--- config.mk ---
export PLATFORM = sky130hd
export DESIGN_NAME = scalar_tx_flat
export DESIGN_NICKNAME = d
export VERILOG_FILES = /design/src/common/proof_pkg.sv /design/src/common/proof_if.sv /design/src/source/scalar_tx.sv /design/src/flat_wrapper.sv
export SDC_FILE = /design/constraint.sdc
export NUM_CORES = 1
export LEC_CHECK = 0
export BUFFER_PORTS_ARGS = -buffer_cell sky130_fd_sc_hd__buf_2
export CELL_PAD_IN_SITES_DETAIL_PLACEMENT = 0
export CELL_PAD_IN_SITES_GLOBAL_PLACEMENT = 2
export CORE_MARGIN = 1
export CORE_UTILIZATION = 12
export CTS_BUF_LIST = sky130_fd_sc_hd__clkbuf_16
export DETAILED_ROUTE_END_ITERATION = 6
export PLACE_DENSITY_LB_ADDON = 0.1
export SLEW_MARGIN = 5
export SYNTH_ARGS = -nofsm -noshare
export SYNTH_HDL_FRONTEND = slang
export SYNTH_SLANG_ARGS = --single-unit
export TNS_END_PERCENT = 5
--- constraint.sdc ---
create_clock -name clk_i -period 2.2 [get_ports clk_i]
set_clock_uncertainty 0.1 [all_clocks]
set_input_delay 0.44 -clock clk_i [delete_from_list [all_inputs] [get_ports clk_i]]
set_output_delay 0.44 -clock clk_i [all_outputs]
set_load 0.01 [all_outputs]
--- src/common/proof_pkg.sv ---
package proof_pkg;

	// stream beat width, same on both AXI-stream sides
	localparam int DATA_W = 64;

	typedef logic [63:0] scalar_t; // one field element

	// mersenne prime 2^61-1
	localparam scalar_t GROUP_ORDER = 64'h1FFF_FFFF_FFFF_FFFF;
	localparam scalar_t GORDER_SUB2 = 64'h1FFF_FFFF_FFFF_FFFD; // fermat inversion exponent

	localparam int MAX_CHAL = 6;  // pmod=1
	localparam int MAX_SCAL = 64; // 2^MAX_CHAL

	typedef logic [2:0] chal_idx_t;
	typedef logic [5:0] scal_idx_t;

	// scalar vector sequencer
	typedef enum logic [2:0]
	{
		ST_OIDLE, // idle
		ST_OEXP1, // s0 = s0**GORDER_SUB2
		ST_OREDY, // derive j and i-2^j
		ST_OEXPO, // t = x[k-1-j]**2
		ST_OMULT, // s[i] = t*s[i-2^j], also the challenge fold into s0
		ST_OSEND  // hand the vector to the output side
	} oexp_state_t;

endpackage

--- src/common/proof_if.sv ---


// read side of the scalar store
interface scalar_if import proof_pkg::*; ();
	logic      send;     // vector complete
	scal_idx_t last_idx; // n-1
	scalar_t   rd_data;  // comb on rd_idx
	scal_idx_t rd_idx;
	logic      done;     // last beat gone

	modport ctrl (output send, output last_idx, output rd_data, input rd_idx, input done);
	modport tx (input send, input last_idx, input rd_data, output rd_idx, output done);
endinterface

--- src/source/scalar_tx.sv ---
`timescale 1ns/1ps

module scalar_tx import proof_pkg::*; (
	input  logic              clk_i,
	input  logic              arst_ni,
	scalar_if.tx              scal,
	output logic              axi_valid_o,
	output logic              axi_tlast_o,
	output logic [DATA_W-1:0] axi_tdata_o,
	input  logic              axi_ready_i
);

	scal_idx_t idx;
	logic      active;
	logic      done_q;
	logic      is_last;

	assign is_last = (idx == scal.last_idx);

	always_ff @(posedge clk_i or negedge arst_ni)
	begin
		if (!arst_ni)
		begin
			idx    <= '0;
			active <= 1'b0;
			done_q <= 1'b0;
		end
		else
		begin
			done_q <= 1'b0;
			if (scal.send)
			begin
				idx    <= '0;
				active <= 1'b1;
			end
			else if (active && axi_ready_i)
			begin
				if (is_last)
				begin
					active <= 1'b0;
					done_q <= 1'b1;  // releases the sequencer
				end
				else
					idx <= idx + 6'd1;
			end
		end
	end

	assign scal.rd_idx = idx;
	assign scal.done   = done_q;
	assign axi_valid_o = active;
	assign axi_tlast_o = active & is_last;
	assign axi_tdata_o = scal.rd_data;  // store is frozen until done

	// beat held across back-pressure, store included
	assert property (@(posedge clk_i) disable iff (!arst_ni)
		(axi_valid_o && !axi_ready_i) |=> (axi_valid_o && $stable(axi_tdata_o)
			&& $stable(axi_tlast_o)));

endmodule
--- src/flat_wrapper.sv ---
// flat-port wrapper written by rule: the top's interface ports become plain ports
module scalar_tx_flat import proof_pkg::*;
  (clk_i, arst_ni, axi_valid_o, axi_tlast_o, axi_tdata_o, axi_ready_i, scal_send, scal_last_idx, scal_rd_data, scal_rd_idx, scal_done);
  scalar_if scal_i ();
  input  logic clk_i;
  input  logic arst_ni;
  output logic axi_valid_o;
  output logic axi_tlast_o;
  output logic [DATA_W-1:0] axi_tdata_o;
  input  logic axi_ready_i;
  input wire logic [$bits(scal_i.send)-1:0] scal_send;
  input wire logic [$bits(scal_i.last_idx)-1:0] scal_last_idx;
  input wire logic [$bits(scal_i.rd_data)-1:0] scal_rd_data;
  output wire logic [$bits(scal_i.rd_idx)-1:0] scal_rd_idx;
  output wire logic [$bits(scal_i.done)-1:0] scal_done;
  assign scal_i.send = scal_send;
  assign scal_i.last_idx = scal_last_idx;
  assign scal_i.rd_data = scal_rd_data;
  assign scal_rd_idx = scal_i.rd_idx;
  assign scal_done = scal_i.done;
  scalar_tx u_core (.clk_i(clk_i), .arst_ni(arst_ni), .scal(scal_i), .axi_valid_o(axi_valid_o), .axi_tlast_o(axi_tlast_o), .axi_tdata_o(axi_tdata_o), .axi_ready_i(axi_ready_i));
endmodule
== Yosys cells after proc, flatten, opt, wreduce, memory -nomap -nowiden ==
Index checks and enable logic that the tools add are counted.
Storage, ports and cells
  register bits after elaboration: 8
  bits of input ports: 74
  output and inout bits: 73
  logic and storage cells: 21
Cells by class
  $add $sub $neg: 1
  eq/ne operators: 2
  muxes and demuxes: 9
  bitwise gates (word level): 1
  reduce and logical (&&, ||, !) cells: 5
Operator list (count)
  $mux 6: 3
  $add 6x1->6 const B: 1
  $eq 6x6->1: 1
  $mux 1: 6
  $reduce_and 2->1: 2
  $reduce_bool 2->1: 2
  $ne 2x2->1 const B: 1
  $and 1x1->1: 1
  $logic_and 1x1->1: 1

== Depth between registers and ports, before layout ==
  depth after elaboration: 4
  mapped depth: 5
  depth with buffers taken out: 5

== Least setup slack after synthesis ==
No wires, ideal clock.
  kind: register to output
  start point: reg u_core.idx[2], in the netlist u_core.scal.rd_idx[2]
  end point: out axi_tlast_o
  arrival: 1311 ps
  required time: 1660 ps
  slack: 349 ps
  stages on the path, launching flop included: 4
  path buffers: 0
  cells stage by stage: dfrtp_1 xor2_1 nor4_2 and3_1
Between the ends
  cells in the longest elaborated chain, start to end: 2
Ends and longest elaborated chain
  from (decl): line scalar_tx.sv:13  | scal_idx_t idx;
  from (signal assigned): line scalar_tx.sv:44  | idx <= idx + 6'd1;
  $eq 6x6->1: line scalar_tx.sv:18  | assign is_last = (idx == scal.last_idx);
  $and 1x1->1: line scalar_tx.sv:52  | assign axi_tlast_o = active & is_last;
  to (decl): line flat_wrapper.sv:8  | output logic axi_tlast_o;
Every way passes these cells.

== Final worst setup path ==
Ends and elaborated chain as after synthesis.

==> results_dict.tcl <==
set metrics [dict create \
    outcome "finished, final reports clean" \
    yosysTopAreaCell "buf_4" \
    io_buffer_count 18 \
    fill_cells 888 \
    worstHoldPathType "in2reg" \
    vias_per_cell 2.70 \
    reg2reg_to "u_core.scal.rd_idx[4]" \
    grt.total_usage_pct 4.59 \
    finalSetupViolCount 0 \
    fmax_mhz 474 \
    finish.utilization_pct 10.7 \
    p_leak_nw 0.361 \
    grt_pass1_wl_um 2770 \
    arrival_ns 1.57 \
    p_sw_share_pct 20.6 \
    synth_nets 185 \
    cts_buffer_depth 2 \
    cp-start-kind "flop" \
    total_power_w 0.000526 \
    tightest_slew_ns 0.283 \
    finalCriticalPeriod_ns 2.11 \
    avgSynthCellArea_um2 8.74 \
    root_buffer "clkbuf_16" \
    multi_input_area_um2 289 \
    h-tree-depth 1 \
    hold_violations 0 \
    crit_path_start "u_core.scal.rd_idx[2]" \
    synthCells 110 \
    core.rowCount 32 \
    clkPwrFrac_pct 57.5 \
    cts_num_sinks 8 \
    internal_power_w 0.000418 \
    die-width_um 91.5 \
    antenna_left 0 \
    clkLatencyLatePin_ns 0.23 \
    reg2reg_depth 6 \
    vdd_ir_drop_max_mv 0.197 \
    grt_max_degree 11 \
    slew_viol_final 0 \
    final_cells 173 \
    die_h_um 91.5 \
    post-route-period-util_pct 95.8 \
    power_density_nw_per_um2 635 \
    seqCellArea_um2 200 \
    drc 0 \
    drive_gt1_share_pct 43.7 \
    die-area_um2 8370 \
    cts_tree "yes" \
    place_congestion 0.555 \
    area_growth_pct -13.8 \
    combPwrFrac_pct 12.9 \
    path_class "reg2out" \
    crit_path_end_kind "primary output" \
    maxCapViolations 0 \
    num_vias 467 \
    drt-pass1-iter-count 2 \
    seqPwrFrac_pct 29.6 \
    num_antenna_cells 0 \
    layout.nets 148 \
    clkTransAtPathRegs_ns 0.04 \
    io_pins 147 \
    cp_max_fo 3 \
    ys_top_cells_by_area "buf_4 (50%), dfrtp_1 (21%), xor2_1 (5.5%)" \
    relSlewSlack_pct 81.0 \
    layout_commonest_cell "buf_2" \
    placed_cells 169 \
    cts_made_buffers 3 \
    ys_types 25 \
    grt_antenna_before_repair 0 \
    ys_warn_count 0 \
    yosysTopAreaCellShare_pct 50.0 \
    p_sw_w 0.000109 \
    syn_area_um2 961 \
    drt_iter0_drc 15 \
    wl_per_cell_um 10.8 \
    required_ns 1.66 \
    routed_wl_um 1880 \
    ys_ff_latch 8 \
    grt_pass1_vias 511 \
    rr_startpoint "u_core.scal.rd_idx[2]" \
    final_cell_mix "buf_2 (17), dfrtp_1 (8), xor2_1 (5), nor2_1 (5), buf_4 (4)" \
    fin_area_um2 828 \
    reg2reg_setup_slack_ns 0.37 \
    hpwl_um 1510 \
    grt_overflow 0 \
    ys_seq_area_share_pct 20.8 \
    initial_core_util_pct 12.4 \
    postCtsSetupRepairBufs 0 \
    core_um2 7730 \
    placed_area_um2 724 \
    crit_path_end "axi_tlast_o" \
]
==> Yosys cell counts, drive strengths merged <==
cell type and n:
dfrtp 8, xor2 6, nor3b 1, mux2i 1
a21o 1, or3 2, o21ai 1, nand4 2
nand3b 1, a21bo 1, nor2 5, nand3 1
buf 65, nand2 3, xnor2 1, and2 1
nor2b 2, and3 1, ha 1, mux2 2
nor4 1, a21oi 3
==> power by group through the flow <==
stage	Clock [W]	Sequential (W)	Combinational, W
CTS	0.000317	0.000156	0.0000688
global route	0.000325	0.000157	0.0000775
finish	0.000302	0.000156	0.0000678
detailed placement	0	0.000158	0.0000668
floorplan	0	0.000163	0.000148
global placement	0	0.000158	0.0000689
==> routing by layer <==
metal | global-route usage, % | part of all wire (%)
met3 | 4.02 | 14
met2 | 6.70 | 46
met1 | 4.54 | 38
met4 | 2.12 | 1.8
met5 | 0 | 0
==> flip-flops by register name (all words and copies together), names as in the netlist <==
signal	count
u_core.axi_valid_o	1
u_core.scal.done	1
u_core.scal.rd_idx	6
==> cell type report <==
class                   count  area share, %
well taps                 102           15.4
flip-flops and latches      8           24.2
multi-input cells          37           34.9
clock buffers               3           9.06
repair buffers             23           16.5
==> worst max-delay path, stage by stage (launching register included) <==
cell and delay, ns:
dfrtp_1 0.40, xor2_2 0.16, nor4_2 0.31, buf_4 0.19, and3_4 0.18, buf_6 0.10
==> worst min-delay path by stage <==
stage,cells past startpoint,start,to,slack (ns)
after floorplan,0,arst_ni,u_core.axi_valid_o,0.04
after global placement,1,arst_ni,u_core.scal.done,0.22
after detailed placement,1,arst_ni,u_core.scal.done,0.21
after CTS,3,axi_ready_i,u_core.axi_valid_o,0.41
after global routing,3,axi_ready_i,u_core.axi_valid_o,0.43
final,3,axi_ready_i,u_core.axi_valid_o,0.41
==> kinds of logic (layout without fill, tap and decap cells) <==
kind of cell    after synthesis  count (layout)  synth area share (%)
fa+ha+maj                     1               1                  1.30
xor+xnor                      7               7                  6.38
mux                           3               3                  3.39
compound gates                6               6                  5.47
simple gates                 20              20                  12.2
flops                         8               8                  20.8
buf+inv                      65              26                  50.4
==> per-stage QoR <==
| step | setup WS (ns) | setup TNS [ns] | hold WS [ns] |
|---|---|---|---|
| after CTS | 0.00536 | 0 | 0.410 |
| after global placement | 0.127 | 0 | 0.216 |
| after global routing | -0.00440 | -0.00440 | 0.433 |
| after floorplan | 0.349 | 0 | 0.0444 |
| after detailed placement | 0.146 | 0 | 0.210 |
| final | 0.0923 | 0 | 0.409 |
==> repair_timing <==
| item | 4_1_cts | 5_1_grt |
|---|---|---|
| hold buffers | 1 | 0 |
| setup endpoints to repair | 0 | 1 |
| gates resized for setup | 0 | 3 |
| endpoints found under the hold margin | 8 | 0 |
Note: power is estimated with default switching activity, not from simulation.
