<file path="config.mk">
export PLATFORM = sky130hd
export DESIGN_NAME = proof_rx_flat
export DESIGN_NICKNAME = d
export VERILOG_FILES = /design/src/common/proof_pkg.sv /design/src/common/proof_if.sv /design/src/source/proof_rx.sv /design/src/flat_wrapper.sv
export SDC_FILE = /design/constraint.sdc
export NUM_CORES = 1
export LEC_CHECK = 0
export ABC_AREA = 0
export BUFFER_PORTS_ARGS = -buffer_cell sky130_fd_sc_hd__buf_2
export CAP_MARGIN = 20
export CELL_PAD_IN_SITES_DETAIL_PLACEMENT = 1
export CELL_PAD_IN_SITES_GLOBAL_PLACEMENT = 1
export CORE_MARGIN = 2
export CORE_UTILIZATION = 25
export DETAILED_ROUTE_END_ITERATION = 8
export GPL_TIMING_DRIVEN = 0
export PLACE_DENSITY_LB_ADDON = 0.1
export RECOVER_POWER = 50
export SYNTH_ARGS = -nofsm -noshare
export SYNTH_HDL_FRONTEND = slang
export SYNTH_SLANG_ARGS = --single-unit
</file>
<file path="constraint.sdc">
create_clock -name clk_i -period 8.19 [get_ports clk_i]
set_input_delay 1.2285 -clock clk_i [delete_from_list [all_inputs] [get_ports clk_i]]
set_output_delay 1.2285 -clock clk_i [all_outputs]
set_load 0.02 [all_outputs]
</file>
<file path="src/common/proof_pkg.sv">
package proof_pkg;

	// stream beat width, same on both AXI-stream sides
	localparam int DATA_W = 64;

	typedef logic [63:0] scalar_t; // one field element

	// mersenne prime 2^61-1
	localparam scalar_t GROUP_ORDER = 64'h1FFF_FFFF_FFFF_FFFF;
	localparam scalar_t GORDER_SUB2 = 64'h1FFF_FFFF_FFFF_FFFD; // fermat inversion exponent

	localparam int MAX_CHAL = 6;  // pmod=1
	localparam int MAX_SCAL = 64; // 2^MAX_CHAL

	typedef logic [2:0] chal_idx_t;
	typedef logic [5:0] scal_idx_t;

	// scalar vector sequencer
	typedef enum logic [2:0]
	{
		ST_OIDLE, // idle
		ST_OEXP1, // s0 = s0**GORDER_SUB2
		ST_OREDY, // derive j and i-2^j
		ST_OEXPO, // t = x[k-1-j]**2
		ST_OMULT, // s[i] = t*s[i-2^j], also the challenge fold into s0
		ST_OSEND  // hand the vector to the output side
	} oexp_state_t;

endpackage

</file>
<file path="src/common/proof_if.sv">
`timescale 1ns/1ps

// challenges from the packet parser to the sequencer
interface chal_if import proof_pkg::*; ();
	logic    start;          // one cycle pulse
	logic    pmod;           // 1: 6 challenges, 64 scalars
	scalar_t chal [MAX_CHAL];
	logic    busy;

	modport rx (output start, output pmod, output chal, input busy);
	modport ctrl (input start, input pmod, input chal, output busy);
endinterface


</file>
<file path="src/source/proof_rx.sv">
`timescale 1ns/1ps

module proof_rx import proof_pkg::*; (
	input  logic              clk_i,
	input  logic              arst_ni,
	input  logic              axi_valid_i,
	input  logic              axi_tlast_i,
	input  logic [DATA_W-1:0] axi_tdata_i,
	output logic              axi_ready_o,
	chal_if.rx                chal
);

	chal_idx_t beat_cnt;  // 0 is the mode beat
	chal_idx_t num_chal;
	logic      pmod_q;
	logic      start_q;   // pending start, blocks input for one cycle
	logic      accept;

	assign accept      = axi_valid_i & axi_ready_o;
	assign axi_ready_o = ~(chal.busy | start_q);
	assign num_chal    = pmod_q ? chal_idx_t'(MAX_CHAL) : chal_idx_t'(MAX_CHAL - 1);

	assign chal.start = start_q;
	assign chal.pmod  = pmod_q;

	always_ff @(posedge clk_i or negedge arst_ni)
	begin
		if (!arst_ni)
		begin
			beat_cnt <= '0;
			pmod_q   <= 1'b0;
			start_q  <= 1'b0;
		end
		else
		begin
			start_q <= accept & axi_tlast_i;
			if (accept)
			begin
				if (beat_cnt == '0)
					pmod_q <= axi_tdata_i[0];
				beat_cnt <= axi_tlast_i ? chal_idx_t'(0) : beat_cnt + 3'd1;
			end
		end
	end

	// challenge beats land in the interface array
	always_ff @(posedge clk_i)
	begin
		if (accept && beat_cnt != '0)
			chal.chal[chal_idx_t'(beat_cnt - 3'd1)] <= axi_tdata_i;
	end

	// packet length follows the mode beat
	assert property (@(posedge clk_i) disable iff (!arst_ni)
		accept |-> (axi_tlast_i == (beat_cnt == num_chal)));

	assert property (@(posedge clk_i) disable iff (!arst_ni)
		(accept && beat_cnt != '0) |-> (axi_tdata_i != '0 && axi_tdata_i < GROUP_ORDER));

endmodule

</file>
<file path="src/flat_wrapper.sv">
// flat-port wrapper written by rule: the top's interface ports become plain ports
module proof_rx_flat import proof_pkg::*;
  (clk_i, arst_ni, axi_valid_i, axi_tlast_i, axi_tdata_i, axi_ready_o, chal_start, chal_pmod, chal_chal, chal_busy);
  chal_if chal_i ();
  input  logic clk_i;
  input  logic arst_ni;
  input  logic axi_valid_i;
  input  logic axi_tlast_i;
  input  logic [DATA_W-1:0] axi_tdata_i;
  output logic axi_ready_o;
  output wire logic [$bits(chal_i.start)-1:0] chal_start;
  output wire logic [$bits(chal_i.pmod)-1:0] chal_pmod;
  output wire logic [$bits(chal_i.chal)-1:0] chal_chal;
  input wire logic [$bits(chal_i.busy)-1:0] chal_busy;
  assign chal_start = chal_i.start;
  assign chal_pmod = chal_i.pmod;
  assign chal_chal = {>>{chal_i.chal}};
  assign chal_i.busy = chal_busy;
  proof_rx u_core (.clk_i(clk_i), .arst_ni(arst_ni), .axi_valid_i(axi_valid_i), .axi_tlast_i(axi_tlast_i), .axi_tdata_i(axi_tdata_i), .axi_ready_o(axi_ready_o), .chal(chal_i));
endmodule
</file>
Yosys cells after proc, flatten, opt, wreduce, memory -nomap -nowiden. Cells that the tools add are included.

Magnitude comparators: 2. $add $sub $neg: 2. Multiplexer cells: 4. Reductions and logical operators: 5. Bitwise operators: 5.

Operators by type and width (count): $bwmux 384 (1); $demux 64 s3 (1); $mux 64 (1); $ge 4x4->1 const B (1); $lt 4x1->1 const B (1); $not 3->4 (1); $add 3x1->3 const B (1); $logic_not 3->1 (1); $mux 3 (1); $reduce_bool 3->1 (1); $sub 3x1->3 const B (1); $and 1x1->1 (2); $logic_and 1x1->1 (2); $reduce_and 2->1 (1); $not 1->1 (1); $or 1x1->1 (1).

Output and inout port bits: 387. Register bits: 389. Word-level logic and storage cells: 27.

Longest topological paths before layout.
Depth in word-level cells: 7. Mapped depth: 5.

Least setup slack after synthesis. OpenSTA, ideal clock, no wires.

Path type: input -> register. Start point: in chal_busy. End point: reg u_core.chal.chal[128] (enable). Buffers on the path: 0. Path slack: -0.178 ns. Stages: 2. Required time: 7.546 ns. Setup time: 0.644 ns. Data arrival time: 7.725 ns. Path through: or3b_4 -> nor4_1.

Word-level cells in the longest chain between the ends: 4.

Ends and longest elaborated chain: start: declaration (line flat_wrapper.sv:14) `input wire logic [$bits(chal_i.busy)-1:0] chal_busy;`; $or 1x1->1 (line proof_rx.sv:20) `assign axi_ready_o = ~(chal.busy | start_q);`; $not 1->1 (line proof_rx.sv:20); $and 1x1->1 (line proof_rx.sv:19) `assign accept = axi_valid_i & axi_ready_o;`; $logic_and 1x1->1 (line proof_rx.sv:49) `if (accept && beat_cnt != '0)`; end signal: indexed assignment (line proof_rx.sv:50) `chal.chal[chal_idx_t'(beat_cnt - 3'd1)] <= axi_tdata_i;`; end: declaration (line proof_if.sv:10) `modport rx (output start, output pmod, output chal, input busy);`.

No other way between the ends. A chain may end at the register's enable or synchronous reset.

Final worst setup path.
Start point: in chal_busy. End point: reg u_core.chal.chal[291] (enable).

Same word-level chain as after synthesis.

==> flow_summary.json <==
{
  "run_status": "finished with violations",
  "violations": "design-rule violations",
  "yosysWarnings": 0,
  "grt_pass1_wl_microns": 49200,
  "async_flop_share": 0.0129,
  "endpoint_kind": "flop",
  "cts_buffers": 43,
  "syn-num-nets": 492,
  "power_mw": 4.29,
  "clk_latency_ns": 0.55,
  "final_cells": 1607,
  "finalSetupViolCount": 0,
  "synth_top_area_cell": "edfxtp_1",
  "post_cts_resized": 0,
  "slew_headroom": 0.447,
  "cp_data_arrival_time_ns": 3.35,
  "grt_max_degree": 21,
  "drt-pass1-iter-count": 6,
  "die_area_sq_um": 49200,
  "vdd_drop_max_mv": 0.156,
  "worstMarginPinSlew_ns": 0.823,
  "drt_iter0_markers": 280,
  "synthTopCellsByCount": "384 x edfxtp_1, 7 x nor2_1, 5 x dfrtp_1",
  "clk_pin_slew_ns": 0.06,
  "cp_max_fo": 10,
  "stdcell_area_sq_um": 16500,
  "post-cts-setup-buffer-count": 0,
  "detailedPlace.worstSlack_ns": 4.47,
  "cts_sinks": 389,
  "dieHeight_microns": 222,
  "area_delta_synth_final_pct": 39.3,
  "drive_gt1_frac": 0.315,
  "fmax_mhz": 323,
  "synth_most_common_cell": "edfxtp_1",
  "syn_area_sq_um": 11900,
  "htree_num_levels": 2,
  "via_count": 6349,
  "grt_overflow": 0,
  "crit_type": "input pin to flop",
  "ant_nets": 0,
  "cts_max_path_buffers": 3,
  "period_share": 0.378,
  "dp.cells": 1532,
  "fin_crit_ns": 3.09,
  "finalMaxSlewViolations": 0,
  "synth_area_per_cell_sq_um": 28.2,
  "grt_usage": 0.137,
  "hp-class": "flop to flop",
  "rows": 79,
  "hold_buffers": 0,
  "cts_tree": "yes",
  "io_pins": 456,
  "initial_utilization": 0.254,
  "n_antenna_cell": 0,
  "holdWs_ns": 0.512,
  "yosysSeqAreaShare": 0.983,
  "synthFlopType": "edfxtp_1",
  "avgViaCountPerCell": 3.95,
  "yosys.area.top_type_share": 0.972,
  "synth_area_leaders": "edfxtp_1 97%, dfrtp_1 1.1%, ha_1 0.32%, nor2_1 0.22%, nor3_1 0.13%",
  "die_w_microns": 222,
  "drc_errors": 26,
  "finalClockSkew_ns": 0.00837,
  "fin_ws_ns": 5.10,
  "port_buffers": 455,
  "post_dp_cell_area_sq_um": 15500,
  "final_hold_viol_count": 0,
  "gp_congestion": 0.736,
  "cts_root_buf": "clkbuf_16",
  "power.density_nw_per_um2": 260,
  "yosysUniqueCellTypes": 19,
  "fin_nets": 1042,
  "grt_setup_unrepaired": "no",
  "dp_hpwl_microns": 25700,
  "wirelength_microns": 34500,
  "p_leak_nw": 5.67,
  "synth_edf_count": 384,
  "wl_per_cell_microns": 21.5,
  "syn_inst": 420,
  "crit_path_start_kind": "input pin",
  "grt_pass1_vias": 6727,
  "synth-seq-cells": 389,
  "maxCapViolCount": 0,
  "cp_data_required_time_ns": 8.45,
  "core_area_sq_um": 46700,
  "antenna_found_initial": 2
}
per-layer routing:
| metal | track usage | up-vias | wire length, microns |
|---|---|---|---|
| met5 | 0 | - | 21 |
| met2 | 0.227 | 272 | 16800 |
| met1 | 0.163 | 3198 | 13500 |
| met4 | 0.0453 | 4 | 937 |
| met3 | 0.0539 | 60 | 3190 |
| li1 | - | 2815 | - |
power breakdown:
part	internal (mW)	switching, mW
clock network	1.09	0.747
registers	2.24	0.0129
logic	0.0547	0.149
cell usage in the layout (no fill, tap or decap), types with 2 or more instances in the layout:
master     count
buf_12         3
buf_16         4
buf_2        201
buf_4         23
buf_6         19
bufinv_16      3
clkbuf_1     260
clkbuf_16     45
clkinv_1      13
clkinv_2       5
clkinv_4       2
dfrtp_1        5
edfxtp_1     384
ha_1           3
inv_1          3
nand3_1        2
nor2_1         5
nor2_4         2
nor3_2         2
nor3b_1        2
nor4_2         2
o21ai_0        2
worst paths after layout:
kind,startpoint,end,slack (ns),depth (start not counted)
max,chal_busy,u_core.chal.chal[291]$_DFFE_PP_,5.10,6
min,u_core.chal.pmod$_DFFE_PN0P_,u_core.chal.pmod$_DFFE_PN0P_,0.51,1
max reg2reg,u_core.beat_cnt[0]$_DFFE_PN0P_,u_core.chal.chal[245]$_DFFE_PP_,5.19,9
min reg2reg,u_core.chal.pmod$_DFFE_PN0P_,u_core.chal.pmod$_DFFE_PN0P_,0.51,1
max in group asynchronous,arst_ni,u_core.beat_cnt[1]$_DFFE_PN0P_,7.42,1
min in group asynchronous,arst_ni,u_core.chal.start$_DFF_PN0_,0.54,1
critical path, cell delays in order:
cell and delay [ns]:
clkbuf_1 0.11, nor3b_1 0.67, nand2_1 0.22, nor3_2 0.68, buf_6 0.26, buf_6 0.17
final cells by class:
cell class | instances | area (sq um)
fillers | 4781 | 30100
flip-flops and latches | 389 | 11700
repair buffers | 505 | 2530
clock buffers | 51 | 1150
well taps | 607 | 759
multi-input cells | 28 | 221
clock inverters | 24 | 189
inverters | 3 | 11.3
logic make-up after synthesis:
group / after synthesis / share of synthesized area
adders and majority gates: 3 / 0.00317
AOI/OAI and AO/OA: 5 / 0.00285
buffers and inverters: 3 / 0.000949
DFF: 389 / 0.983
muxes: 2 / 0.00179
and+or+nand+nor: 18 / 0.00833
sequential cells by signal, summed over array words and instances, names as in the netlist:
signal	count
u_core.chal.pmod	1
u_core.chal.chal	384
u_core.chal.start	1
u_core.beat_cnt	3
metrics by stage:
| stage | setup TNS, ns | utilization |
|---|---|---|
| global placement | -1627.77 | 0.319 |
| floorplan | -22.82 | - |
| CTS | 0 | 0.361 |
| detailed placement | 0 | 0.332 |
| finish | 0 | 0.354 |
| global route | 0 | 0.354 |
Note: power is estimated with default switching activity, not from simulation.
